===== src/common/game_pkg.sv =====
`default_nettype none

package game_pkg;

  localparam int NUM_SPRITES   = 16;
  localparam int NUM_ATTRS     = 8;
  localparam int NUM_REGS      = 32;
  localparam int CANVAS_WIDTH  = 320;
  localparam int CANVAS_HEIGHT = 180;
  localparam int NUM_FRAMES    = 8;
  localparam int PROGRAM_LEN   = 64; // Core halts when the pc reaches this

  localparam int ATTR_HEALTH = 0;
  localparam int ATTR_X      = 1;
  localparam int ATTR_Y      = 2;
  localparam int ATTR_FRAME  = 3;

  typedef logic [31:0]                       word_t;
  typedef logic [35:0]                       instr_t;
  typedef logic [$clog2(NUM_REGS)-1:0]       reg_idx_t;
  typedef logic [$clog2(NUM_SPRITES)-1:0]    sprite_idx_t;
  typedef logic [$clog2(NUM_ATTRS)-1:0]      attr_idx_t;
  typedef logic [$clog2(PROGRAM_LEN)-1:0]    pc_t;
  typedef logic [$clog2(CANVAS_WIDTH)-1:0]   coord_x_t;
  typedef logic [$clog2(CANVAS_HEIGHT)-1:0]  coord_y_t;
  typedef logic [$clog2(NUM_FRAMES)-1:0]     frame_t;

  // Key is {instr[32], instr[6:0]}
  typedef enum logic [7:0] {
    OP_LI     = 8'h37,
    OP_REGIMM = 8'h13,
    OP_REGREG = 8'h33,
    OP_SPLI   = 8'hB7,
    OP_SPIMM  = 8'h93,
    OP_SPREG  = 8'hB3,
    OP_LISP   = 8'hBF,
    OP_BRANCH = 8'h63,
    OP_JAL    = 8'h6F
  } opcode_e;

  typedef enum logic [3:0] {
    ALU_PASS, ALU_ADD, ALU_SUB, ALU_SUB_FLOOR, ALU_SP_SUB_FLOOR,
    ALU_CMP_EQ, ALU_CMP_NE, ALU_CMP_LT, ALU_CMP_GE, ALU_NOP
  } alu_op_e;

  typedef enum logic [2:0] {
    ST_FETCH, ST_RELEASE, ST_EXECUTE, ST_WRITEBACK, ST_HALT
  } core_state_e;

  typedef struct packed {
    alu_op_e     alu_op;
    reg_idx_t    rd;
    reg_idx_t    rs1;
    reg_idx_t    rs2;
    sprite_idx_t sprite;
    attr_idx_t   attr;
    word_t       imm;
    logic        use_imm;      // ALU operand B is imm instead of rs2
    logic        writes_reg;
    logic        writes_sprite;
    logic        reads_sprite;
    logic        is_branch;
    logic        is_jal;
    pc_t         target;
  } dec_op_t;

  typedef struct packed {
    logic        valid;
    sprite_idx_t sprite;
    attr_idx_t   attr;
    word_t       data;
  } sprite_wr_t;

  typedef struct packed {
    logic taken;
    pc_t  target;
  } redirect_t;

  typedef word_t [NUM_ATTRS-1:0] sprite_attrs_t;

endpackage

`default_nettype wire


===== src/core/instr_decode.sv =====
`timescale 1ns/1ps
`default_nettype none

module instr_decode import game_pkg::*; (
  input  wire instr_t instr,
  output dec_op_t     op
);

  opcode_e key;

  assign key = opcode_e'({instr[32], instr[6:0]});

  always_comb begin
    op        = '0;
    op.alu_op = ALU_NOP;
    op.rd     = instr[11:7];
    op.rs1    = instr[19:15];
    op.rs2    = instr[24:20];
    op.sprite = instr[10:7];  // Low 4 bits of the 6-bit sprite field
    op.attr   = instr[35:33];

    case (key)
      OP_LI: begin
        op.alu_op     = ALU_PASS;
        op.imm        = word_t'(instr[31:12]);
        op.writes_reg = 1'b1;
      end
      OP_REGIMM: begin
        op.imm     = word_t'(instr[31:20]);
        op.use_imm = 1'b1;
        case (instr[14:12])
          3'd0: begin
            op.alu_op     = ALU_ADD;
            op.writes_reg = 1'b1;
          end
          3'd1: begin
            op.alu_op     = ALU_SUB; // Wraps
            op.writes_reg = 1'b1;
          end
          default: ;
        endcase
      end
      OP_REGREG: begin
        case (instr[31:25])
          7'd0: begin
            op.alu_op     = ALU_ADD;
            op.writes_reg = 1'b1;
          end
          7'd1: begin
            op.alu_op     = ALU_SUB_FLOOR;
            op.writes_reg = 1'b1;
          end
          default: ;
        endcase
      end
      OP_SPLI: begin
        op.alu_op        = ALU_PASS;
        op.imm           = word_t'(instr[31:13]);
        op.writes_sprite = 1'b1;
      end
      OP_SPIMM: begin
        if (instr[14:13] == 2'd0) begin
          op.alu_op        = ALU_ADD; // SPADDI
          op.imm           = word_t'(instr[31:20]);
          op.use_imm       = 1'b1;
          op.writes_sprite = 1'b1;
        end
      end
      OP_SPREG: begin
        if (instr[31:25] == 7'h20) begin
          op.alu_op        = ALU_SP_SUB_FLOOR;
          op.reads_sprite  = 1'b1;
          op.writes_sprite = 1'b1;
        end
      end
      OP_LISP: begin
        op.alu_op       = ALU_PASS;
        op.sprite       = instr[17:14];
        op.reads_sprite = 1'b1;
        op.writes_reg   = 1'b1;
      end
      OP_BRANCH: begin
        op.target = pc_t'({instr[31:25], instr[11:7]});
        case (instr[14:12])
          3'd0: op.alu_op = ALU_CMP_EQ;
          3'd1: op.alu_op = ALU_CMP_NE;
          3'd4: op.alu_op = ALU_CMP_LT;
          3'd5: op.alu_op = ALU_CMP_GE;
          default: ;
        endcase
        op.is_branch = (op.alu_op != ALU_NOP);
      end
      OP_JAL: begin
        op.alu_op     = ALU_PASS;
        op.target     = pc_t'(instr[31:12]);
        op.is_jal     = 1'b1;
        op.writes_reg = 1'b1;
      end
      default: ; // Unknown key stays a NOP
    endcase
  end

endmodule

`default_nettype wire


===== config.mk =====
export PLATFORM = sky130hd
export DESIGN_NAME = instr_decode
export DESIGN_NICKNAME = d
export VERILOG_FILES = /design/src/common/game_pkg.sv /design/src/core/instr_decode.sv
export SDC_FILE = /design/constraint.sdc
export NUM_CORES = 1
export LEC_CHECK = 0
export BUFFER_PORTS_ARGS = -buffer_cell sky130_fd_sc_hd__buf_2
export CORE_AREA = 4 4 73 55
export DETAILED_ROUTE_END_ITERATION = 12
export DIE_AREA = 0 0 77 59
export PLACE_DENSITY = 0.74
export SYNTH_ARGS = -nofsm -noshare
export SYNTH_HDL_FRONTEND = slang
export SYNTH_SLANG_ARGS = --single-unit

===== constraint.sdc =====
create_clock -name vclk -period 4.59
set_clock_uncertainty 0.15 [all_clocks]
set_input_delay 0.6885 -clock vclk [all_inputs]
set_output_delay 0.6885 -clock vclk [all_outputs]
set_load 0.1 [all_outputs]

==> results by group <==
Clock network
  – Post-CTS Hold Fix Bufs: 0
  – Post-CTS setup buffers: 0
  – CTS resizes: 0

Synth
  – Register area share after synthesis: 0%
  – Ys Warns: 0
  – Synth Cell Area: 1090 um2
  – Distinct cell type count after synthesis: 45
  – Largest area contributor in the netlist: buf_4
  – Most used standard cell by instance count after synthesis: buf_4
  – Share of the synthesized area in the top cell type: 20.7%
  – Avg Synthesized Cell Area: 6.76 um2
  – Cells after Synth: 161
  – Synth area leaders: buf_4 21%, a22o_1 10%, nand2_1 8.3%, a22oi_1 6.2%, buf_2 5.1%
  – Synth top cells by count: 30 x buf_4, 24 x nand2_1, 13 x a22o_1

Power
  – Peak VDD IR: 0.0680 mV
  – Pwr dens: 138 nW/um2
  – Tot Pwr: 0.187 mW
  – Leakage: 0.745 nW

Placement
  – IO Port Bufs: 88
  – RD Place Congestion: 0.859
  – Post-place setup slack: 1.01 ns
  – Placed insts: 259
  – Hpwl dp: 3.04 mm

Routing
  – Per-cell routed wire length: 14.3 um
  – Drt total wl: 3.71 mm
  – DR DRC count: 0
  – Vias per cell: 5.15
  – Drt initial violations: 93
  – Via count: 1334
  – 1st-pass router iterations: 5
  – Detail Route Antenna Nets: 0

Die
  – FP Rows: 18
  – Width of the chip: 77 um
  – Initial Util: 32.4%
  – Die ar.: 4540 um2
  – Vert. Die Dim: 59 um
  – Core Box Area: 3360 um2
  – IO Count: 106

Worst setup path
  – CP endpoint kind: output port
  – Worst Setup SP: instr[3]
  – Startpoint Class: input port
  – Worst setup path endpoint: op[16]
  – Worst Path Required: 3.75 ns
  – Crit path max fanout: 13
  – CP arrival: 2.76 ns
  – Kind of critical path: input port to output port

Cells and area
  – Fin nets: 257
  – Reg area: 0 um2
  – Antenna fix cells: 0
  – Non-Filler Instances: 259
  – Fraction of layout cells with a size suffix above 1: 47.0%
  – P&R area growth vs syn: 24.1%
  – Clock buffers: 0
  – Layout fillers: 363
  – FFs & Latches: 0

Worst hold path
  – Hold/Removal Path Class: input port to output port

STA
  – # setup viols final: 0
  – RSZ-0062 raised after global routing: no
  – Pins Over Slew Limit: 0
  – Least-Margin Pin Slew: 0.656 ns
  – PnR worst setup slack: 0.988 ns
  – Peak Freq: 278 MHz
  – Hold Fails Final Rpt: 0
  – Final setup TNS: 0 ns
  – Relative slew margins: 56.1%
  – Post-route minimum period: 3.60 ns
  – Fin crit share: 78.5%
  – Worst Hold Margin: 1.23 ns

Global routing
  – Grt ovf: 0
  – First-pass GRT wire length: 5.73 mm
  – Number of antenna violations at the first check in global routing: 0
  – Tot GR Track Use: 14.9%
  – Vias in the first global route: 1173
  – Pin count of the biggest net entering global routing: 21

Run status
  – Status: finished clean

Job
  – Max Cap Viol: 0
## logic make-up (layout without fill, tap and decap cells)
kind of cell	after synthesis	in the layout	synth area share, %
AND/OR/NAND/NOR	64	64	34.4
buffers and inverters	48	95	29.5
AO/OA/AOI/OAI	44	44	31.8
multiplexers	3	3	3.10
other	1	12	0.344
XOR/XNOR	1	1	0.805
## critical path, cell delays in order
cell	delay [ns]
buf_2	0.18
nand4bb_1	0.46
nor4b_4	0.70
a222oi_1	0.23
inv_1	0.08
buf_2	0.42
## worst min path at each step
| stage | start | endpoint | slack (ns) | cells past startpoint |
|---|---|---|---|---|
| floorplan | instr[33] | op[44] | 1.44 | 1 |
| global placement | instr[33] | op[44] | 1.23 | 0 |
| detailed placement | instr[33] | op[44] | 1.23 | 0 |
| CTS | instr[33] | op[44] | 1.23 | 0 |
| global route | instr[34] | op[45] | 1.23 | 0 |
| finish | instr[35] | op[46] | 1.23 | 0 |
## per-layer routing
metal	routed length (um)	vias to the layer above	GRT usage, %
met5	0	-	0
met4	0	0	0.508
met3	339	0	2.74
met2	1670	65	25.2
met1	1700	597	21.2
li1	-	672	-
## through the flow
step / instance area [um2] / utilization, %
after detailed placement: 1350 / 40.3
after global placement: 1350 / 40.3
after global routing: 1350 / 40.3
final: 1350 / 40.3
after CTS: 1350 / 40.3
after floorplan: 1140 / -
## where the power goes
part / internal (mW) / switching [mW]
clock network: 0 / 0
logic: 0.0281 / 0.158
registers: 0 / 0
## final cells by class
type | count | area [um2] | share of cell area [%]
Multi-Input combinational cell | 124 | 827 | 61.2
Timing Repair Buffer | 90 | 455 | 33.7
Tap cell | 40 | 50.0 | 3.70
Inverter | 5 | 18.8 | 1.39
## layout by cell type (no fill, tap or decap), types with 2 or more instances in the layout
cell type,instances
nor3_1,2
buf_4,2
nor2_1,8
conb_1,12
nand3_1,4
nor4b_1,3
buf_2,88
a311oi_1,2
inv_1,5
mux2_2,3
nand2_1,24
a211oi_1,2
a22o_1,13
nand4_1,3
and2_1,2
o21ai_0,6
a222oi_1,3
nand2b_1,2
a22oi_1,9
No activity file was read; power rests on OpenSTA's default activity.
