File: config.mk
export PLATFORM = sky130hd
export DESIGN_NAME = sprite_slot
export DESIGN_NICKNAME = d
export VERILOG_FILES = /design/src/common/game_pkg.sv /design/src/hw/sprite_slot.sv
export SDC_FILE = /design/constraint.sdc
export NUM_CORES = 1
export LEC_CHECK = 0
export BUFFER_PORTS_ARGS = -buffer_cell sky130_fd_sc_hd__buf_2
export CAP_MARGIN = 20
export CORE_MARGIN = 8
export CORE_UTILIZATION = 52
export DETAILED_ROUTE_END_ITERATION = 8
export GPL_TIMING_DRIVEN = 0
export HOLD_SLACK_MARGIN = 0.08
export PLACE_DENSITY = 0.8
export SLEW_MARGIN = 20
export SYNTH_ARGS = -nofsm -noshare
export SYNTH_HDL_FRONTEND = slang
export SYNTH_SLANG_ARGS = --single-unit
File: constraint.sdc
create_clock -name pixel_clk_in -period 1.9 [get_ports pixel_clk_in]
set_input_delay 0.285 -clock pixel_clk_in [delete_from_list [all_inputs] [get_ports pixel_clk_in]]
set_output_delay 0.285 -clock pixel_clk_in [all_outputs]
set_load 0.01 [all_outputs]
File: src/common/game_pkg.sv
`default_nettype none

package game_pkg;

  localparam int NUM_SPRITES   = 16;
  localparam int NUM_ATTRS     = 8;
  localparam int NUM_REGS      = 32;
  localparam int CANVAS_WIDTH  = 320;
  localparam int CANVAS_HEIGHT = 180;
  localparam int NUM_FRAMES    = 8;
  localparam int PROGRAM_LEN   = 64; // Core halts when the pc reaches this

  localparam int ATTR_HEALTH = 0;
  localparam int ATTR_X      = 1;
  localparam int ATTR_Y      = 2;
  localparam int ATTR_FRAME  = 3;

  typedef logic [31:0]                       word_t;
  typedef logic [35:0]                       instr_t;
  typedef logic [$clog2(NUM_REGS)-1:0]       reg_idx_t;
  typedef logic [$clog2(NUM_SPRITES)-1:0]    sprite_idx_t;
  typedef logic [$clog2(NUM_ATTRS)-1:0]      attr_idx_t;
  typedef logic [$clog2(PROGRAM_LEN)-1:0]    pc_t;
  typedef logic [$clog2(CANVAS_WIDTH)-1:0]   coord_x_t;
  typedef logic [$clog2(CANVAS_HEIGHT)-1:0]  coord_y_t;
  typedef logic [$clog2(NUM_FRAMES)-1:0]     frame_t;

  // Key is {instr[32], instr[6:0]}
  typedef enum logic [7:0] {
    OP_LI     = 8'h37,
    OP_REGIMM = 8'h13,
    OP_REGREG = 8'h33,
    OP_SPLI   = 8'hB7,
    OP_SPIMM  = 8'h93,
    OP_SPREG  = 8'hB3,
    OP_LISP   = 8'hBF,
    OP_BRANCH = 8'h63,
    OP_JAL    = 8'h6F
  } opcode_e;

  typedef enum logic [3:0] {
    ALU_PASS, ALU_ADD, ALU_SUB, ALU_SUB_FLOOR, ALU_SP_SUB_FLOOR,
    ALU_CMP_EQ, ALU_CMP_NE, ALU_CMP_LT, ALU_CMP_GE, ALU_NOP
  } alu_op_e;

  typedef enum logic [2:0] {
    ST_FETCH, ST_RELEASE, ST_EXECUTE, ST_WRITEBACK, ST_HALT
  } core_state_e;

  typedef struct packed {
    alu_op_e     alu_op;
    reg_idx_t    rd;
    reg_idx_t    rs1;
    reg_idx_t    rs2;
    sprite_idx_t sprite;
    attr_idx_t   attr;
    word_t       imm;
    logic        use_imm;      // ALU operand B is imm instead of rs2
    logic        writes_reg;
    logic        writes_sprite;
    logic        reads_sprite;
    logic        is_branch;
    logic        is_jal;
    pc_t         target;
  } dec_op_t;

  typedef struct packed {
    logic        valid;
    sprite_idx_t sprite;
    attr_idx_t   attr;
    word_t       data;
  } sprite_wr_t;

  typedef struct packed {
    logic taken;
    pc_t  target;
  } redirect_t;

  typedef word_t [NUM_ATTRS-1:0] sprite_attrs_t;

endpackage

`default_nettype wire

File: src/hw/sprite_slot.sv
`timescale 1ns/1ps
`default_nettype none

module sprite_slot import game_pkg::*; #(
  parameter int SLOT_ID = 0
) (
  input  wire             pixel_clk_in,
  input  wire             rst_in,
  input  wire sprite_wr_t sprite_wr,
  output sprite_attrs_t   attrs
);

  logic hit;

  // Broadcast write, each slot picks its own
  assign hit = sprite_wr.valid && (sprite_wr.sprite == sprite_idx_t'(SLOT_ID));

  always_ff @(posedge pixel_clk_in) begin
    if (rst_in) begin
      attrs <= '0;
    end else if (hit) begin
      attrs[sprite_wr.attr] <= sprite_wr.data;
    end
  end

endmodule

`default_nettype wire

==> results of run 1 <==
-- cells in the mapped netlist (2+ instances only) --
master	n	area [um2]
buf_2	19	95.09
buf_1	12	45.04
nor4b_4	2	47.55
buf_4	7	52.55
nand2b_1	288	1802
nand2_1	2	7.510
dfxtp_1	256	5125
nand2_2	2	12.51
mux2i_1	256	2562
clkbuf_1	49	183.9
nand4_4	2	42.54
buf_6	4	45.04
-- per-stage QoR --
| stage | area [um2] | utilization, % |
|---|---|---|
| after detailed placement | 11890 | 61.69 |
| after global routing | 12810 | 66.49 |
| after CTS | 12810 | 66.47 |
| after global placement | 11890 | 61.69 |
| after floorplan | 10080 | - |
| final | 12820 | 66.50 |
-- final cells by class --
cell class / instances / share of cell area [%]
sequential: 256 / 39.99
clock inverter: 11 / 1.240
antenna: 1 / 0.01953
timing repair buffer: 295 / 11.52
clock buffer: 37 / 5.955
buffer: 91 / 3.319
multi-input combinational: 560 / 35.37
tap: 265 / 2.587
-- critical path, delay by kind of cell --
family                 cells  cell delay (ps)
muxes                      1               70
and+or+nand+nor            1              180
buffers and inverters      4             1570
-- worst min path at each step --
stage | start | endpoint
2_1_floorplan | sprite_wr[33] | attrs[224]
3_3_place_gp | attrs[12] | attrs[12]
3_5_place_dp | attrs[11] | attrs[11]
4_1_cts | sprite_wr[33] | attrs[224]
5_1_grt | sprite_wr[33] | attrs[224]
6_report | sprite_wr[33] | attrs[224]
-- power groups by stage --
stage	Combinational, mW	Clock [mW]	Sequential, mW
2_1_floorplan	0.269	0	5.51
3_3_place_gp	0.455	0	5.50
3_5_place_dp	0.461	0	5.50
4_1_cts	0.463	5.49	5.38
5_1_grt	0.492	5.70	5.38
6_report	0.459	5.42	5.39
-- cell families after synthesis --
| logic type | after synthesis | share of synthesized area, % |
|---|---|---|
| simple gates | 304 | 19.55 |
| mux | 256 | 25.42 |
| flops | 256 | 50.84 |
| buf+inv | 91 | 4.183 |
-- layer usage --
| layer | vias to the layer above | GRT usage [%] | wire length [um] |
|---|---|---|---|
| li1 | 3611 | - | - |
| met4 | 2 | 8.364 | 925 |
| met1 | 3655 | 28.51 | 12500 |
| met5 | - | 0 | 13 |
| met3 | 55 | 7.545 | 2548 |
| met2 | 251 | 41.94 | 14390 |
==> impl_metrics.json, run 1 <==
{
  "clockBufferDepth": 3,
  "syn2layout_area_growth_pct": 27.15,
  "cts.clk_slew.worst_paths_ps": 60,
  "layout_common_cells": "buf_2, nand2b_1, mux2i_1, dfxtp_1, clkbuf_1",
  "antenna_left": 0,
  "cp.arrival_ps": 2110,
  "seq_area_mm2": 0.005125,
  "std_cell_rows": 51,
  "grt_max_degree": 15,
  "p_per_area_mw_per_mm2": 879.0,
  "syn_area_mm2": 0.01008,
  "start_util_pct": 52.30,
  "r2r_end": "attrs[172]",
  "cts_made_buffers": 26,
  "fin_crit_ps": 1744,
  "endpoint": "attrs[64]",
  "place.gp.congestion": 0.7976,
  "min_path_type": "in -> reg",
  "holdPathStages": 3,
  "via_per_inst": 4.996,
  "status": "complete, no violations",
  "tightest_slew_ps": 643.4,
  "p_int_mw": 8.908,
  "finalCritPeriodShare_pct": 91.79,
  "finalPower_mw": 11.27,
  "die_h_um": 155.2,
  "regMostFlops": "attrs",
  "cpPeakStageDelay_ps": 490,
  "overflow": 0,
  "p_sw_mw": 2.358,
  "multi_input_area_mm2": 0.004533,
  "synth_cells": 907,
  "seq_area_frac_synth_pct": 50.84,
  "dp_hpwl_um": 21980,
  "nNetsFinal": 1272,
  "cap_violations": 0,
  "drive_above_1_share_pct": 30.32,
  "rsz0062_at_grt": "false",
  "grt_pass1_vias": 8040,
  "drt-total-wl_um": 30370,
  "fp.dieW_um": 155.2,
  "cts_sinks": 256,
  "switching_share_pct": 20.93,
  "criticalPathCategory": "in -> reg",
  "dp_cells": 1467,
  "post-place-ws_ps": -512.1,
  "grt_pass1_wl_um": 46250,
  "power.share.clock_pct": 48.1,
  "coreArea_mm2": 0.01927,
  "vias": 7574,
  "dieArea_mm2": 0.02409,
  "r2r-start": "attrs[172]",
  "setup.worst_path.end_class": "flip-flop",
  "async_flop_share_pct": 0,
  "clock_latency_ps": 510,
  "slew_headroom_pct": 56.93,
  "critPathMaxFanout": 10,
  "synth_flop_cell": "dfxtp_1",
  "ys_seq_elements": 256,
  "wl_per_cell_um": 20.04,
  "cts_setup_buffers": 0,
  "p_seq_share_pct": 47.8,
  "combPwrFrac_pct": 4.1,
  "cts_tree": "built",
  "whs_ps": 154.0,
  "ir_drop_mv": 0.5755,
  "start_kind": "primary input",
  "fmax_mhz": 573.4,
  "ff2ff_path_depth": 2,
  "startpoint": "rst_in",
  "dr.pass1.iters": 4,
  "r2r_setup_slack_ps": 1240,
  "grt_usage_pct": 24.45,
  "p_leak_nw": 7.033,
  "drt_iter0_markers": 274,
  "syn_nets": 949,
  "largest_reg_flops": 256,
  "path_cells": "clkbuf_1 > buf_2 > buf_2 > clkbuf_1 > nand2b_1 > mux2i_1",
  "postCtsHoldBufs": 0,
  "hold_viol": 0,
  "slew_viol_final": 0,
  "layout.cells.non_filler": 1516,
  "io_buffers": 295,
  "tns_ps": 0,
  "synthDistinctLibCells": 20,
  "worst_ep_required_time_ps": 2270,
  "ctsResizeCount": 0,
  "top_regs": "attrs x256",
  "cts_root_buffer": "clkbuf_16",
  "antenna_found_initial": 1,
  "ys_warn_count": 0,
  "critPathSlowestCell": "clkbuf_1",
  "htreeDepth": 1,
  "drc": 0,
  "fillers": 1562,
  "worst_slack_ps": 155.9,
  "finClkSkew_ps": 0,
  "setup_violations": 0,
  "syn_avg_cell_area_um2": 11.11,
  "io_pins": 298,
  "synth_edf_count": 0,
  "mostFrequentLayoutCell": "buf_2"
}
Power figures use the tool's default switching activity.
==> inputs of run 2 (changes only) <==
--- a/config.mk
+++ b/config.mk
@@ -10,6 +10,7 @@
 export CORE_MARGIN = 8
 export CORE_UTILIZATION = 52
 export DETAILED_ROUTE_END_ITERATION = 8
+export GPL_ROUTABILITY_DRIVEN = 0
 export GPL_TIMING_DRIVEN = 0
 export HOLD_SLACK_MARGIN = 0.08
 export PLACE_DENSITY = 0.8
==> constraint.sdc (replaced) <==
create_clock -name pixel_clk_in -period 1.66 [get_ports pixel_clk_in]
set_input_delay 0.249 -clock pixel_clk_in [delete_from_list [all_inputs] [get_ports pixel_clk_in]]
set_output_delay 0.249 -clock pixel_clk_in [all_outputs]
set_load 0.01 [all_outputs]
==> impl_metrics.json, run 2 (same netlist as run 1, synthesis figures left out) <==
{
  "status": "complete, no violations",
  "start_kind": "primary input",
  "finClkSkew_ps": 0,
  "drt-total-wl_um": 30370,
  "path_buf_inv": 3,
  "ctsResizeCount": 3,
  "hold_viol": 0,
  "layout.cells.non_filler": 1516,
  "cpPeakStageDelay_ps": 550,
  "postCtsHoldBufs": 0,
  "post-place-ws_ps": -716.1,
  "mostFrequentLayoutCell": "buf_2",
  "cts_sinks": 256,
  "drt_iter0_markers": 272,
  "dp_hpwl_um": 21980,
  "die_h_um": 155.2,
  "cap_violations": 0,
  "r2r_setup_slack_ps": 1000,
  "fin_crit_ps": 1577,
  "worst_slack_ps": 83.44,
  "largest_reg_flops": 256,
  "r2r-start": "attrs[172]",
  "cts_root_buffer": "clkbuf_16",
  "worst_ep_required_time_ps": 2030,
  "hold_path_startpoint": "sprite_wr[33]",
  "grt_max_degree": 15,
  "slew_viol_final": 0,
  "via_per_inst": 4.995,
  "syn2layout_area_growth_pct": 27.15,
  "antenna_found_initial": 1,
  "holdPathStages": 3,
  "io_buffers": 295,
  "grt_usage_pct": 24.45,
  "ff2ff_path_depth": 2,
  "finalPower_mw": 12.89,
  "final_util_pct": 66.50,
  "start_util_pct": 52.30,
  "setup.worst_path.end_class": "flip-flop",
  "r2r_end": "attrs[172]",
  "nNetsFinal": 1272,
  "regMostFlops": "attrs",
  "dr.pass1.iters": 4,
  "clockBufferDepth": 3,
  "p_per_area_mw_per_mm2": 1006,
  "crit_family": "simple AND/OR/NAND/NOR gates",
  "cts_tree": "built",
  "drc": 0,
  "finalCritPeriodShare_pct": 94.97,
  "layout_common_cells": "buf_2, nand2b_1, mux2i_1, dfxtp_1, clkbuf_1",
  "multi_input_area_mm2": 0.004533,
  "io_pins": 298,
  "grt_pass1_vias": 8040,
  "min_delay_worst_endpoint": "attrs[224]",
  "fillers": 1563,
  "cp_common_cell": "buf_2",
  "drive_above_1_share_pct": 30.32,
  "fmax_mhz": 634.3,
  "coreArea_mm2": 0.01927,
  "top_regs": "attrs x256",
  "critPathMaxFanout": 10,
  "cts_setup_buffers": 0,
  "p_leak_nw": 7.033,
  "cts_made_buffers": 26,
  "rsz0062_at_grt": "false",
  "cp.arrival_ps": 1950,
  "dieArea_mm2": 0.02409,
  "cts.clk_slew.worst_paths_ps": 60,
  "criticalPathCategory": "in -> reg",
  "tightest_slew_ps": 643.2,
  "min_path_type": "in -> reg",
  "slew_headroom_pct": 56.94,
  "htreeDepth": 1,
  "wl_per_cell_um": 20.03,
  "antenna_left": 0,
  "seq_area_mm2": 0.005125,
  "clock_latency_ps": 510,
  "ir_drop_mv": 0.6587,
  "grt_pass1_wl_um": 46250,
  "startpoint": "sprite_wr[38]",
  "vias": 7573,
  "dp_cells": 1467,
  "critPathSlowestCell": "nor4bb_1",
  "path_cells": "buf_2 > nor4bb_1 > buf_2 > nand2_1 > buf_2 > mux2i_1",
  "std_cell_rows": 51,
  "fp.dieW_um": 155.2,
  "whs_ps": 118.3,
  "overflow": 0,
  "setup_violations": 0
}
==> run 2: cell counts in the layout (fill, tap and decap cells not counted) <==
No cell type changed its count.
==> run 2: how the worst max path moves through the flow <==
stage	slack, ps	to	cells after the start
finish	80	attrs[153]	6
global route	20	attrs[153]	6
CTS	30	attrs[153]	6
detailed placement	-720	attrs[3]	6
global placement	-680	attrs[0]	6
floorplan	290	attrs[53]	5
==> run 2: per-stage QoR <==
step,area [um2],TNS [ps]
after floorplan,10080,0
after CTS,12810,0
final,12820,0
after global routing,12810,0
after global placement,11890,-118910
after detailed placement,11890,-123560
==> run 2: routing by layer <==
| metal | up-vias | wire length [um] | GRT usage (%) |
|---|---|---|---|
| met5 | - | 13 | 0 |
| met4 | 2 | 925 | 8.364 |
| met3 | 55 | 2548 | 7.545 |
| met2 | 251 | 14390 | 41.94 |
| met1 | 3654 | 12500 | 28.51 |
| li1 | 3611 | - | - |
==> run 2: power breakdown <==
group          total, mW  internal (mW)  switching, mW
registers           6.16           6.16        0.00781
clock network       6.21           3.82           2.38
logic              0.525          0.219          0.306
total               12.9           10.2           2.70
==> run 2: area by class of cell <==
type,count,area share [%]
Timing Repair Buffer,295,11.52
Multi-Input combinational cell,560,35.37
Tap cell,265,2.587
Clock buffer,37,5.955
Buffer,91,3.319
Clock inverter,11,1.240
Antenna cell,1,0.01953
Sequential cell,256,39.99
==> run 2: tightest hold or removal path: stages <==
cell and delay, ps:
buf_2 150, nand4_4 110, mux2i_1 70
==> inputs of run 3 (changes only) <==
--- a/config.mk
+++ b/config.mk
@@ -14,7 +14,7 @@
 export GPL_TIMING_DRIVEN = 0
 export HOLD_SLACK_MARGIN = 0.08
 export PLACE_DENSITY = 0.8
-export SLEW_MARGIN = 20
+export RECOVER_POWER = 100
 export SYNTH_ARGS = -nofsm -noshare
 export SYNTH_HDL_FRONTEND = slang
 export SYNTH_SLANG_ARGS = --single-unit
==> impl_metrics.json, run 3 (same netlist as run 1, synthesis figures left out) <==
{
  "status": "complete, no violations",
  "antenna_left": 0,
  "start_kind": "primary input",
  "clock_latency_ps": 520,
  "drc": 0,
  "drive_above_1_share_pct": 9.680,
  "clockBufferDepth": 3,
  "criticalPathCategory": "in -> reg",
  "fillers": 1701,
  "cts_sinks": 256,
  "r2r_setup_slack_ps": 1000,
  "grt_max_degree": 15,
  "finalPower_mw": 12.88,
  "post-place-ws_ps": -716.1,
  "htreeDepth": 1,
  "p_per_area_mw_per_mm2": 1032,
  "cts_tree": "built",
  "cts_root_buffer": "clkbuf_16",
  "tightest_slew_ps": 604.2,
  "wl_per_cell_um": 20.02,
  "p_leak_nw": 5.905,
  "grt_usage_pct": 24.45,
  "rsz0062_at_grt": "false",
  "vias": 7566,
  "std_cell_rows": 51,
  "grt_pass1_vias": 8040,
  "grt_pass1_wl_um": 46250,
  "fin_crit_ps": 1574,
  "cts_setup_buffers": 0,
  "cp_common_cell": "buf_2",
  "cap_violations": 0,
  "hold_viol": 0,
  "setup.worst_path.end_class": "flip-flop",
  "io_pins": 298,
  "mostFrequentLayoutCell": "clkbuf_1",
  "cpPeakStageDelay_ps": 570,
  "use_met2_pct": 41.94,
  "critPathSlowestCell": "nor4bb_1",
  "drt_iter0_markers": 291,
  "cp.arrival_ps": 1940,
  "antenna_found_initial": 1,
  "largest_reg_flops": 256,
  "grt_util_met3_pct": 7.545,
  "path_cells": "clkbuf_1 > nor4bb_1 > buf_2 > nand2_1 > buf_2 > mux2i_1",
  "syn2layout_area_growth_pct": 23.83,
  "start_util_pct": 52.30,
  "worst_ep_required_time_ps": 2030,
  "io_buffers": 295,
  "layout_common_cells": "clkbuf_1, nand2b_1, mux2i_1, dfxtp_1, buf_2",
  "finalCritPeriodShare_pct": 94.83,
  "dieArea_mm2": 0.02409,
  "ir_drop_mv": 0.6594,
  "min_path_type": "in -> reg",
  "coreArea_mm2": 0.01927,
  "regMostFlops": "attrs",
  "top_regs": "attrs x256",
  "cts.clk_slew.worst_paths_ps": 60,
  "slew_headroom_pct": 59.17,
  "critPathMaxFanout": 10,
  "fp.dieW_um": 155.2,
  "grt_util_met1_pct": 28.51,
  "cts_made_buffers": 26,
  "worst_slack_ps": 85.88,
  "via_per_inst": 4.991,
  "setup_violations": 0,
  "nNetsFinal": 1272,
  "finClkSkew_ps": 0,
  "fmax_mhz": 635.3,
  "postCtsHoldBufs": 0,
  "die_h_um": 155.2,
  "slew_viol_final": 0,
  "grt.busiest_layer": "met2",
  "ctsResizeCount": 3,
  "overflow": 0,
  "dp_hpwl_um": 21980,
  "dr.pass1.iters": 4,
  "drt-total-wl_um": 30350
}
==> run 3: path summary, 6_finish.rpt <==
check,start,end,cells after the start
max,sprite_wr[38],attrs[153],6
min reg2reg,attrs[6],attrs[6],2
max reg2reg,attrs[172],attrs[172],2
min,sprite_wr[33],attrs[224],3
==> run 3: metrics by stage <==
stage	setup TNS (ps)	hold slack, ps	util, %	cell area, um2	instances
3_3_place_gp	-118910	455.4	61.69	11890	1467
5_1_grt	0	126.8	64.76	12480	1515
6_report	0	117.6	64.77	12480	1516
3_5_place_dp	-123560	459.9	61.69	11890	1467
4_1_cts	0	108.3	66.49	12810	1515
2_1_floorplan	0	430.7	-	10080	907
==> run 3: final cells by class <==
class	count	area [um2]	share of cell area, %
Buffer	91	415.4	3.328
Timing Repair Buffer	295	1155	9.252
Antenna cell	1	2.502	0.02005
Multi-Input combinational cell	560	4531	36.30
Clock inverter	11	158.9	1.273
Sequential cell	256	5125	41.06
Clock buffer	37	763.2	6.115
Tap cell	265	331.6	2.656
==> run 3: routing by layer <==
layer  up-vias  routed length, um
met5         -                 15
li1       3611                  -
met1      3645              12540
met4         2                966
met2       252              14270
met3        56               2563
==> run 3: worst max-delay path, delay by kind of cell <==
kind | cells | cell delay [ps]
mux | 1 | 170
simple gates | 2 | 770
buf+inv | 3 | 740
==> run 3: power by group <==
| group | switching (mW) | internal (mW) | leakage [nW] |
|---|---|---|---|
| sequential | 0.00824 | 6.16 | 2.06 |
| combinational | 0.305 | 0.215 | 3.38 |
| clock | 2.37 | 3.82 | 0.459 |
