[config.mk]
export PLATFORM = sky130hd
export DESIGN_NAME = fetch_ctrl
export DESIGN_NICKNAME = d
export VERILOG_FILES = /design/src/common/game_pkg.sv /design/src/core/fetch_ctrl.sv
export SDC_FILE = /design/constraint.sdc
export NUM_CORES = 1
export LEC_CHECK = 0
export BUFFER_PORTS_ARGS = -buffer_cell sky130_fd_sc_hd__buf_4
export CORE_MARGIN = 2
export CORE_UTILIZATION = 46
export DETAILED_ROUTE_END_ITERATION = 12
export GPL_ROUTABILITY_DRIVEN = 0
export PLACE_DENSITY = 0.83
export REMOVE_ABC_BUFFERS = 1
export SETUP_SLACK_MARGIN = 0.02
export SYNTH_ARGS = -nofsm -noshare
export SYNTH_HDL_FRONTEND = slang
export SYNTH_SLANG_ARGS = --single-unit
export TNS_END_PERCENT = 30
[constraint.sdc]
create_clock -name pixel_clk_in -period 8.9 [get_ports pixel_clk_in]
set_clock_uncertainty 0.2 [all_clocks]
set_input_delay 2.67 -clock pixel_clk_in [delete_from_list [all_inputs] [get_ports pixel_clk_in]]
set_output_delay 2.67 -clock pixel_clk_in [all_outputs]
set_load 0.01 [all_outputs]
[src/common/game_pkg.sv]
`default_nettype none

package game_pkg;

  localparam int NUM_SPRITES   = 16;
  localparam int NUM_ATTRS     = 8;
  localparam int NUM_REGS      = 32;
  localparam int CANVAS_WIDTH  = 320;
  localparam int CANVAS_HEIGHT = 180;
  localparam int NUM_FRAMES    = 8;
  localparam int PROGRAM_LEN   = 64; // Core halts when the pc reaches this

  localparam int ATTR_HEALTH = 0;
  localparam int ATTR_X      = 1;
  localparam int ATTR_Y      = 2;
  localparam int ATTR_FRAME  = 3;

  typedef logic [31:0]                       word_t;
  typedef logic [35:0]                       instr_t;
  typedef logic [$clog2(NUM_REGS)-1:0]       reg_idx_t;
  typedef logic [$clog2(NUM_SPRITES)-1:0]    sprite_idx_t;
  typedef logic [$clog2(NUM_ATTRS)-1:0]      attr_idx_t;
  typedef logic [$clog2(PROGRAM_LEN)-1:0]    pc_t;
  typedef logic [$clog2(CANVAS_WIDTH)-1:0]   coord_x_t;
  typedef logic [$clog2(CANVAS_HEIGHT)-1:0]  coord_y_t;
  typedef logic [$clog2(NUM_FRAMES)-1:0]     frame_t;

  // Key is {instr[32], instr[6:0]}
  typedef enum logic [7:0] {
    OP_LI     = 8'h37,
    OP_REGIMM = 8'h13,
    OP_REGREG = 8'h33,
    OP_SPLI   = 8'hB7,
    OP_SPIMM  = 8'h93,
    OP_SPREG  = 8'hB3,
    OP_LISP   = 8'hBF,
    OP_BRANCH = 8'h63,
    OP_JAL    = 8'h6F
  } opcode_e;

  typedef enum logic [3:0] {
    ALU_PASS, ALU_ADD, ALU_SUB, ALU_SUB_FLOOR, ALU_SP_SUB_FLOOR,
    ALU_CMP_EQ, ALU_CMP_NE, ALU_CMP_LT, ALU_CMP_GE, ALU_NOP
  } alu_op_e;

  typedef enum logic [2:0] {
    ST_FETCH, ST_RELEASE, ST_EXECUTE, ST_WRITEBACK, ST_HALT
  } core_state_e;

  typedef struct packed {
    alu_op_e     alu_op;
    reg_idx_t    rd;
    reg_idx_t    rs1;
    reg_idx_t    rs2;
    sprite_idx_t sprite;
    attr_idx_t   attr;
    word_t       imm;
    logic        use_imm;      // ALU operand B is imm instead of rs2
    logic        writes_reg;
    logic        writes_sprite;
    logic        reads_sprite;
    logic        is_branch;
    logic        is_jal;
    pc_t         target;
  } dec_op_t;

  typedef struct packed {
    logic        valid;
    sprite_idx_t sprite;
    attr_idx_t   attr;
    word_t       data;
  } sprite_wr_t;

  typedef struct packed {
    logic taken;
    pc_t  target;
  } redirect_t;

  typedef word_t [NUM_ATTRS-1:0] sprite_attrs_t;

endpackage

`default_nettype wire

[src/core/fetch_ctrl.sv]
`timescale 1ns/1ps
`default_nettype none

module fetch_ctrl import game_pkg::*; (
  input  wire             pixel_clk_in,
  input  wire             rst_in,
  input  wire             instr_ack,
  input  wire instr_t     instr_data,
  input  wire redirect_t  redirect,
  output logic            instr_req,
  output pc_t             instr_addr,
  output instr_t          instr,
  output pc_t             pc,
  output core_state_e     state,
  output logic            done
);

  core_state_e state_d;
  logic [$clog2(PROGRAM_LEN):0] pc_next; // One bit wider to see the end

  assign instr_addr = pc;
  assign done = (state == ST_HALT);
  assign pc_next = redirect.taken ? {1'b0, redirect.target} : {1'b0, pc} + 1'b1;

  always_comb begin
    state_d = state;
    case (state)
      ST_FETCH:     if (instr_req && instr_ack) state_d = ST_RELEASE;
      ST_RELEASE:   if (!instr_ack) state_d = ST_EXECUTE; // Wait for ack low
      ST_EXECUTE:   state_d = ST_WRITEBACK;
      ST_WRITEBACK: state_d = (pc_next == PROGRAM_LEN) ? ST_HALT : ST_FETCH;
      default:      state_d = ST_HALT;
    endcase
  end

  always_ff @(posedge pixel_clk_in) begin
    if (rst_in) begin
      state     <= ST_FETCH;
      pc        <= '0;
      instr_req <= 1'b0;
    end else begin
      state     <= state_d;
      instr_req <= (state_d == ST_FETCH);
      if (state == ST_WRITEBACK) begin
        pc <= pc_t'(pc_next);
      end
    end
  end

  always_ff @(posedge pixel_clk_in) begin
    if (state == ST_FETCH && instr_req && instr_ack) begin
      instr <= instr_data;
    end
  end

endmodule

`default_nettype wire

==> impl_metrics.tcl, run 1 <==
set metrics [dict create \
    run_status "complete, no violations" \
    critPathKind "flop to output pin" \
    tritoncts "yes" \
    worst_r2r_startpoint "state[1]" \
    setup.worst_path.end_class "output pin" \
    drt-vias-per-instance 5.08 \
    cp-startpoint "state[2]" \
    hpwl_um 2840 \
    crit-reg2reg-capture "instr[30]" \
    finalNetCount 251 \
    irDropWorstVdd_v 0.0000925 \
    std_cell_rows 22 \
    synthFlopType "sky130_fd_sc_hd__edfxtp_1" \
    power.static_leakage_uw 0.00109 \
    post_cts.repair.setup_buffers 0 \
    power_density_nw_per_um2 171 \
    ys_top_cells_by_count "36 x sky130_fd_sc_hd__edfxtp_1, 10 x sky130_fd_sc_hd__dfxtp_1, 7 x sky130_fd_sc_hd__buf_4" \
    drt-pass1-iter-count 4 \
    num_vias 1279 \
    wl_per_cell_um 15.1 \
    crit_chain "nor3b_1 -> buf_4" \
    setup.worst_path.end "done" \
    critical_path_required_ns 6.03 \
    period_share 0.460 \
    dieHeight_um 65.5 \
    synth-edff-count 36 \
    starting_density_of_the_core 0.478 \
    grt_pass1_wl_um 5540 \
    clk_pin_slew_worst_paths_ns 0.08 \
    max_cap_viol_count 0 \
    ctsHoldBuffers 0 \
    ff2ff_setup_slack_ns 7.21 \
    die-area_sq_um 4290 \
    grt_setup_unrepaired "false" \
    synth_top_cell_by_area "sky130_fd_sc_hd__edfxtp_1" \
    yosysTopAreaCellShare 0.622 \
    clock_path_buffers 2 \
    cts.sink_count 46 \
    timing.final.max_slew_violations 0 \
    final.fill_count 259 \
    ant_nets 0 \
    drtIter0Drc 60 \
    finalHoldViolCount 0 \
    fraction_of_layout_instances_using_a_drive_strength_above_1 0.544 \
    synth_seq_cells 46 \
    critical_path.max_fanout 9 \
    synthesis.instances 108 \
    chipWidth_um 65.5 \
    synth_area_leaders "sky130_fd_sc_hd__edfxtp_1 62%, sky130_fd_sc_hd__dfxtp_1 12%, sky130_fd_sc_hd__buf_4 3.0%" \
    cts_buffers 5 \
    boundaryPins 99 \
    hold_path_class "flop to flop" \
    final.min_clock_period_ns 4.09 \
    post_synth_num_cell_types 38 \
    worstPathArrival_ns 1.22 \
    drc 0 \
    worst_reg_to_reg_cells 2 \
    max_clock_freq_mhz 244 \
    track_usage 0.179 \
    antenna_found_initial 0 \
    start_kind "flop" \
    port-buffer-count 98 \
    fp.coreArea_sq_um 3630 \
    slew-limit-headroom 0.728 \
    worstMarginPinSlew_ns 0.408 \
    grt_remaining_overflow 0 \
    first_global_vias 1154 \
    yosysWarnings 0 \
    num_antenna_cells 0 \
    synthMostInstantiatedCell "sky130_fd_sc_hd__edfxtp_1" \
    area_growth_pct 47.9 \
    htreeDepth 2 \
    fin_tns_setup_ns 0 \
    grt_start_max_net_pins 37 \
    power.total_uw 439 \
    cp_slowest_stage_delay_ns 0.48 \
    cts-resized-gates 0 \
    finalSetupViolCount 0 \
    critical_path.slowest_cell "sky130_fd_sc_hd__dfxtp_1" \
    syn-mean-instance-area_sq_um 16.1 \
    detailedPlace.worstSlack_ns 4.96 \
    post-route-worst-setup-slack_ns 4.81 \
    netlist_area_sq_um 1740 \
    postRouteWirelength_um 3810 \
    async_flop_share 0 \
    seq_area_frac_synth 0.737 \
    clk_root_buffer_cell "sky130_fd_sc_hd__clkbuf_8" \
    clkLatencyLatePin_ns 0.29 \
]
flip-flops by register name, summed over array words and instances, names as in the netlist:
name,flops
instr,36
instr_addr,6
instr_req,1
state,3
worst max-delay path: cells and delay by family (launching register included):
family,cells,cell delay (ns)
buffers and inverters,1,0.18
AND/OR/NAND/NOR,1,0.28
flip-flops,1,0.48
cells by family (layout without fill, tap and decap cells):
| kind of cell | Yosys count | in the layout | synth area share |
|---|---|---|---|
| AO/OA/AOI/OAI | 21 | 21 | 0.0958 |
| adder cells (fa/ha/maj) | 1 | 1 | 0.00720 |
| buffers and inverters | 13 | 109 | 0.0518 |
| flip-flops | 46 | 46 | 0.737 |
| multiplexers | 1 | 1 | 0.00576 |
| AND/OR/NAND/NOR | 26 | 26 | 0.102 |
worst min-delay path by stage:
stage             startpoint            end  slack [ns]  cells after the start
5_1_grt        instr_addr[2]  instr_addr[2]        0.45                      2
3_5_place_dp   instr_addr[0]  instr_addr[0]        0.40                      2
6_report       instr_addr[1]  instr_addr[1]        0.41                      2
2_1_floorplan       state[2]       state[1]        0.39                      1
4_1_cts        instr_addr[3]  instr_addr[3]        0.41                      2
3_3_place_gp   instr_addr[0]  instr_addr[0]        0.38                      2
layout by cell type (no fill, tap or decap), drive strengths merged, types with 2 or more instances in the layout:
master and n:
buf 99, edfxtp 36, dfxtp 10, clkbuf 5, a21oi 4, nor2 4
nand2 3, nor3b 3, inv 3, nor4 3, nand4b 2, o21a 2
nor2b 2, o21ai 2, a211oi 2, or3 2, nand3b 2
metrics by stage:
| step | utilization | cells | hold slack (ns) | area [sq um] |
|---|---|---|---|---|
| 3_5_place_dp | 0.679 | 245 | 0.395 | 2470 |
| 6_report | 0.708 | 252 | 0.408 | 2570 |
| 2_1_floorplan | - | 98 | 0.385 | 1660 |
| 5_1_grt | 0.708 | 252 | 0.447 | 2570 |
| 4_1_cts | 0.708 | 252 | 0.411 | 2570 |
| 3_3_place_gp | 0.679 | 245 | 0.376 | 2470 |
layer usage:
layer / track usage / vias up / part of all wire
met3: 0.0531 / 6 / 0.12
met1: 0.212 / 581 / 0.37
met2: 0.304 / 84 / 0.49
met4: 0.0781 / 0 / 0.017
li1: - / 608 / -
met5: 0 / - / 0
layout make-up:
class                      count  area, sq um  share of cell area
clock buffer                   5         68.8              0.0268
clock inverter                 2         33.8              0.0131
timing repair buffer          99          743               0.289
sequential                    46         1280               0.498
tap                           48         60.1              0.0234
multi-input combinational     49          373               0.145
inverter                       3         11.3             0.00438
where the power goes:
part | switching [uW] | internal [uW]
clock network | 61.2 | 81.1
registers | 5.20 | 244
logic | 20.1 | 27.3
Note: power is estimated with default switching activity, not from simulation.
==> run 2, diff against run 1 <==
--- a/config.mk
+++ b/config.mk
@@ -7,10 +7,10 @@
 export LEC_CHECK = 0
 export BUFFER_PORTS_ARGS = -buffer_cell sky130_fd_sc_hd__buf_4
 export CORE_MARGIN = 2
-export CORE_UTILIZATION = 46
+export CORE_UTILIZATION = 43
 export DETAILED_ROUTE_END_ITERATION = 12
 export GPL_ROUTABILITY_DRIVEN = 0
-export PLACE_DENSITY = 0.83
+export PLACE_DENSITY = 0.78
 export REMOVE_ABC_BUFFERS = 1
 export SETUP_SLACK_MARGIN = 0.02
 export SYNTH_ARGS = -nofsm -noshare
==> constraint.sdc (replaced) <==
create_clock -name pixel_clk_in -period 4.25 [get_ports pixel_clk_in]
set_clock_uncertainty 0.2 [all_clocks]
set_input_delay 1.275 -clock pixel_clk_in [delete_from_list [all_inputs] [get_ports pixel_clk_in]]
set_output_delay 1.275 -clock pixel_clk_in [all_outputs]
set_load 0.01 [all_outputs]
==> run 2 against run 1 <==
  * Sequential cell count is the same
  * Highest routed layer unchanged
  * Worst setup slack lost 3.2 ns
  * Clock-buffer cell count grew 2
  * Largest cell class unchanged
  * Largest power group unchanged
==> impl_metrics.tcl, run 2 (synthesis results as in run 1) <==
set metrics [dict create \
    run_status "complete, no violations" \
    power_density_nw_per_um2 359 \
    irDropWorstVdd_v 0.000143 \
    first_global_vias 1098 \
    worst_r2r_startpoint "state[1]" \
    starting_density_of_the_core 0.441 \
    finalHoldViolCount 0 \
    ant_nets 0 \
    hpwl_um 2880 \
    fp.coreArea_sq_um 3940 \
    max_clock_freq_mhz 379 \
    post_cts.repair.setup_buffers 0 \
    dieHeight_um 67.6 \
    final.min_clock_period_ns 2.64 \
    num_antenna_cells 0 \
    clock_path_buffers 2 \
    drt-pass1-iter-count 4 \
    final_design_area_no_fill_sq_um 2580 \
    critical_path_required_ns 2.77 \
    critical_path.max_fanout 9 \
    htreeDepth 2 \
    multi_input_area_sq_um 373 \
    crit_chain "nor3b_1 -> buf_4" \
    finalSetupViolCount 0 \
    critPathKind "flop to output pin" \
    largest-register "instr" \
    drc 0 \
    cts-resized-gates 0 \
    worstMarginPinSlew_ns 0.412 \
    critical_path.slowest_cell "sky130_fd_sc_hd__dfxtp_1" \
    largest_reg_flops 36 \
    wl_per_cell_um 14.5 \
    cts.sink_count 46 \
    postRouteWirelength_um 3710 \
    slew-limit-headroom 0.725 \
    crit-reg2reg-capture "instr[10]" \
    cts_buffers 5 \
    timing.final.max_slew_violations 0 \
    max_cap_viol_count 0 \
    start_kind "flop" \
    final.fill_count 294 \
    seq_area_sq_um 1280 \
    track_usage 0.154 \
    grt_pass1_wl_um 4970 \
    port-buffer-count 98 \
    cp_slowest_stage_delay_ns 0.49 \
    grt_use_met3 0.0567 \
    clkLatencyLatePin_ns 0.29 \
    ff2ff_setup_slack_ns 2.51 \
    die-area_sq_um 4570 \
    chipWidth_um 67.6 \
    antenna_found_initial 0 \
    clk_root_buffer_cell "sky130_fd_sc_hd__clkbuf_8" \
    clk_pin_slew_worst_paths_ns 0.08 \
    worst-path-buf-inv 1 \
    most_common_library_cell_in_the_layout_ignoring_fill_and_taps "sky130_fd_sc_hd__buf_4" \
    final_cell_mix "99 x sky130_fd_sc_hd__buf_4, 36 x sky130_fd_sc_hd__edfxtp_1, 10 x sky130_fd_sc_hd__dfxtp_1" \
    post-route-worst-setup-slack_ns 1.61 \
    grt_use_met1 0.172 \
    detailedPlace.worstSlack_ns 1.67 \
    setup.worst_path.end_class "output pin" \
    period_share 0.620 \
    worstPathArrival_ns 1.16 \
    worst_reg_to_reg_cells 2 \
    grt_start_max_net_pins 37 \
    finalNetCount 251 \
    met2_usage 0.259 \
    tritoncts "yes" \
    boundaryPins 99 \
    hold_path_class "flop to flop" \
    worstHoldEndpoint "instr_addr[3]" \
    hold-worst-slack_ns 0.407 \
    fraction_of_layout_instances_using_a_drive_strength_above_1 0.541 \
    grt_remaining_overflow 0 \
    std_cell_rows 23 \
    num_vias 1239 \
    area_growth_pct 48.3 \
    dpl-instance-area_sq_um 2470 \
    ctsHoldBuffers 0 \
    hold_depth 2 \
    drt-vias-per-instance 4.86 \
    timing.hold.worst.start "instr_addr[3]" \
    power.static_leakage_uw 0.00109 \
    drtIter0Drc 36 \
    gr-max-usage-layer "met2" \
    grt_setup_unrepaired "false" \
    cp_top_family "flip-flops" \
]
[run 2: cell types whose count changed in the layout (fill, tap and decap cells not counted)]
cell,previous run,this run
sky130_fd_sc_hd__clkinv_1,1,0
sky130_fd_sc_hd__clkbuf_1,0,2
[run 2: area by class of cell]
cell class              count  share of cell area
multi-input cells          49               0.145
clock buffers               7              0.0296
repair buffers             99               0.288
well taps                  50              0.0243
flip-flops and latches     46               0.497
clock inverters             1              0.0117
inverters                   3             0.00437
[run 2: per-stage QoR]
stage | instances | total power [uW] | TNS (ns) | util
6_report | 255 | 924 | 0 | 0.654
5_1_grt | 255 | 963 | 0 | 0.654
4_1_cts | 255 | 933 | 0 | 0.654
3_5_place_dp | 247 | 633 | 0 | 0.627
3_3_place_gp | 247 | 629 | 0 | 0.627
2_1_floorplan | 98 | 562 | -44.06 | -
[run 2: worst register-to-register path: stages, from the launching register on]
cell	delay, ns
sky130_fd_sc_hd__dfxtp_1	0.44
sky130_fd_sc_hd__nor4_2	0.33
sky130_fd_sc_hd__buf_4	0.42
[run 2: metal layers]
layer,vias to the layer above,routed length [um]
met1,539,1440
met3,8,470
met4,0,49
met2,86,1740
met5,-,0
li1,606,-
[run 2: how the worst max path moves through the flow]
stage / startpoint / slack [ns] / end / depth (start not counted)
floorplan: instr_ack / -1.22 / instr[0] / 2
global placement: instr_ack / 1.73 / instr[0] / 4
detailed placement: instr_ack / 1.67 / instr[23] / 4
CTS: state[2] / 1.61 / done / 2
global route: state[2] / 1.54 / done / 2
finish: state[2] / 1.61 / done / 2
[run 2: where the power goes]
| group | total, uW | switching, uW | leakage [uW] | internal (uW) |
|---|---|---|---|---|
| logic | 99.4 | 42.2 | 0.000624 | 57.2 |
| clock network | 303 | 127 | 0.0000524 | 176 |
| registers | 522 | 11.2 | 0.000413 | 511 |
==> run 3, diff against run 2 <==
--- a/config.mk
+++ b/config.mk
@@ -7,10 +7,10 @@
 export LEC_CHECK = 0
 export BUFFER_PORTS_ARGS = -buffer_cell sky130_fd_sc_hd__buf_4
 export CORE_MARGIN = 2
-export CORE_UTILIZATION = 43
+export CORE_UTILIZATION = 39
 export DETAILED_ROUTE_END_ITERATION = 12
 export GPL_ROUTABILITY_DRIVEN = 0
-export PLACE_DENSITY = 0.78
+export PLACE_DENSITY = 0.75
 export REMOVE_ABC_BUFFERS = 1
 export SETUP_SLACK_MARGIN = 0.02
 export SYNTH_ARGS = -nofsm -noshare
==> constraint.sdc (replaced) <==
create_clock -name pixel_clk_in -period 2.33 [get_ports pixel_clk_in]
set_clock_uncertainty 0.2 [all_clocks]
set_input_delay 0.699 -clock pixel_clk_in [delete_from_list [all_inputs] [get_ports pixel_clk_in]]
set_output_delay 0.699 -clock pixel_clk_in [all_outputs]
set_load 0.01 [all_outputs]
==> run 3 against run 2 <==
  * Via count is 3.6% higher
  * Clock-buffer cell count is 2 lower
  * Clock power is 42% higher
  * Sequential cell count stayed put
  * Cell area is 0.49% lower
  * Critical endpoint unchanged
==> impl_metrics.tcl, run 3 (synthesis results as in run 1) <==
set metrics [dict create \
    run_status "complete, no violations" \
    num_antenna_cells 0 \
    boundaryPins 99 \
    fraction_of_layout_instances_using_a_drive_strength_above_1 0.549 \
    setup.worst_path.end_class "output pin" \
    worstHoldEndpoint "instr[5]" \
    first_global_vias 1154 \
    max_clock_freq_mhz 488 \
    timing.final.max_slew_violations 0 \
    largest-register "instr" \
    finalNetCount 251 \
    crit-reg2reg-capture "instr[23]" \
    detailedPlace.worstSlack_ns 0.428 \
    final.min_clock_period_ns 2.05 \
    tritoncts "yes" \
    power_density_nw_per_um2 612 \
    gr-max-usage-layer "met2" \
    num_vias 1283 \
    dieHeight_um 70.8 \
    ff2ff_setup_slack_ns 0.69 \
    power.static_leakage_uw 0.00108 \
    cp_slowest_stage_delay_ns 0.49 \
    worst_r2r_startpoint "state[1]" \
    grt_use_met3 0.0755 \
    antenna_found_initial 0 \
    std_cell_rows 24 \
    period_share 0.880 \
    clk_root_buffer_cell "sky130_fd_sc_hd__clkbuf_8" \
    htreeDepth 2 \
    hold-worst-slack_ns 0.386 \
    postRouteWirelength_um 3940 \
    critical_path_required_ns 1.43 \
    drc 0 \
    ant_nets 0 \
    post-route-worst-setup-slack_ns 0.279 \
    clock_path_buffers 2 \
    critPathKind "flop to output pin" \
    grt_start_max_net_pins 37 \
    drt-vias-per-instance 5.01 \
    final.fill_count 360 \
    track_usage 0.154 \
    cts_buffers 5 \
    grt_setup_unrepaired "false" \
    slew-limit-headroom 0.733 \
    cts.sink_count 46 \
    cp-startpoint "state[2]" \
    hold_depth 1 \
    worstMarginPinSlew_ns 0.399 \
    drtIter0Drc 137 \
    starting_density_of_the_core 0.402 \
    worstPathArrival_ns 1.15 \
    fin_tns_setup_ns 0 \
    crit_chain "nor3b_1 -> buf_4" \
    timing.hold.worst.start "instr_data[5]" \
    grt_remaining_overflow 0 \
    irDropWorstVdd_v 0.000216 \
    die-area_sq_um 5010 \
    most_common_library_cell_in_the_layout_ignoring_fill_and_taps "sky130_fd_sc_hd__buf_4" \
    ctsHoldBuffers 0 \
    hold_path_class "primary input to flop" \
    critical_path.max_fanout 9 \
    hpwl_um 2990 \
    met2_usage 0.248 \
    final_cell_mix "98 x sky130_fd_sc_hd__buf_4, 36 x sky130_fd_sc_hd__edfxtp_1, 10 x sky130_fd_sc_hd__dfxtp_1" \
    drt-pass1-iter-count 4 \
    worst_reg_to_reg_cells 2 \
    grt_use_met1 0.184 \
    finalSetupViolCount 0 \
    critical_path.slowest_cell "sky130_fd_sc_hd__dfxtp_1" \
    largest_reg_flops 36 \
    final_core_area_utilization 0.593 \
    wl_per_cell_um 15.4 \
    start_kind "flop" \
    port-buffer-count 98 \
    area_growth_pct 47.6 \
    max_cap_viol_count 0 \
    clkLatencyLatePin_ns 0.28 \
    cts-resized-gates 0 \
    chipWidth_um 70.8 \
    finalHoldViolCount 0 \
    post_cts.repair.setup_buffers 0 \
    grt_pass1_wl_um 5840 \
    clk_pin_slew_worst_paths_ns 0.08 \
    fp.coreArea_sq_um 4320 \
]
[run 3: cell count changes in the layout (fill, tap and decap cells not counted), sizes merged]
cell / before / now
clkbuf: 7 / 5
clkinv: 0 / 2
bufinv: 1 / 0
[run 3: critical path: cells and delay by family, from the launching register on]
| kind | cells | cell delay [ns] |
|---|---|---|
| flops | 1 | 0.49 |
| simple gates | 1 | 0.23 |
| buf+inv | 1 | 0.15 |
[run 3: cell type report]
type / instances / area, sq um / area share
inverters: 3 / 11.3 / 0.00439
well taps: 52 / 65.1 / 0.0254
flip-flops and latches: 46 / 1280 / 0.500
clock inverters: 2 / 10.0 / 0.00390
multi-input cells: 49 / 373 / 0.145
repair buffers: 99 / 756 / 0.295
clock buffers: 5 / 68.8 / 0.0268
[run 3: report_power, final]
group	total, uW	internal, uW	switching, uW
logic	186	108	78.1
registers	952	931	20.3
clock network	431	201	230
total	1570	1240	329
[run 3: worst max path at each step]
stage	to	slack (ns)
finish	done	0.28
global route	done	0.17
CTS	done	0.26
detailed placement	instr[35]	0.43
global placement	instr[35]	0.46
floorplan	instr[0]	-2.57
[run 3: routing by layer]
layer,up-vias,part of all wire
li1,606,-
met1,589,0.38
met2,86,0.48
met3,2,0.14
met4,0,0.0030
met5,-,0
[run 3: through the flow]
stage / instance area [sq um] / power, uW / instances
5_1_grt: 2560 / 1650 / 256
3_3_place_gp: 2490 / 1150 / 249
3_5_place_dp: 2490 / 1160 / 249
2_1_floorplan: 1660 / 1030 / 98
6_report: 2560 / 1570 / 256
4_1_cts: 2560 / 1590 / 256
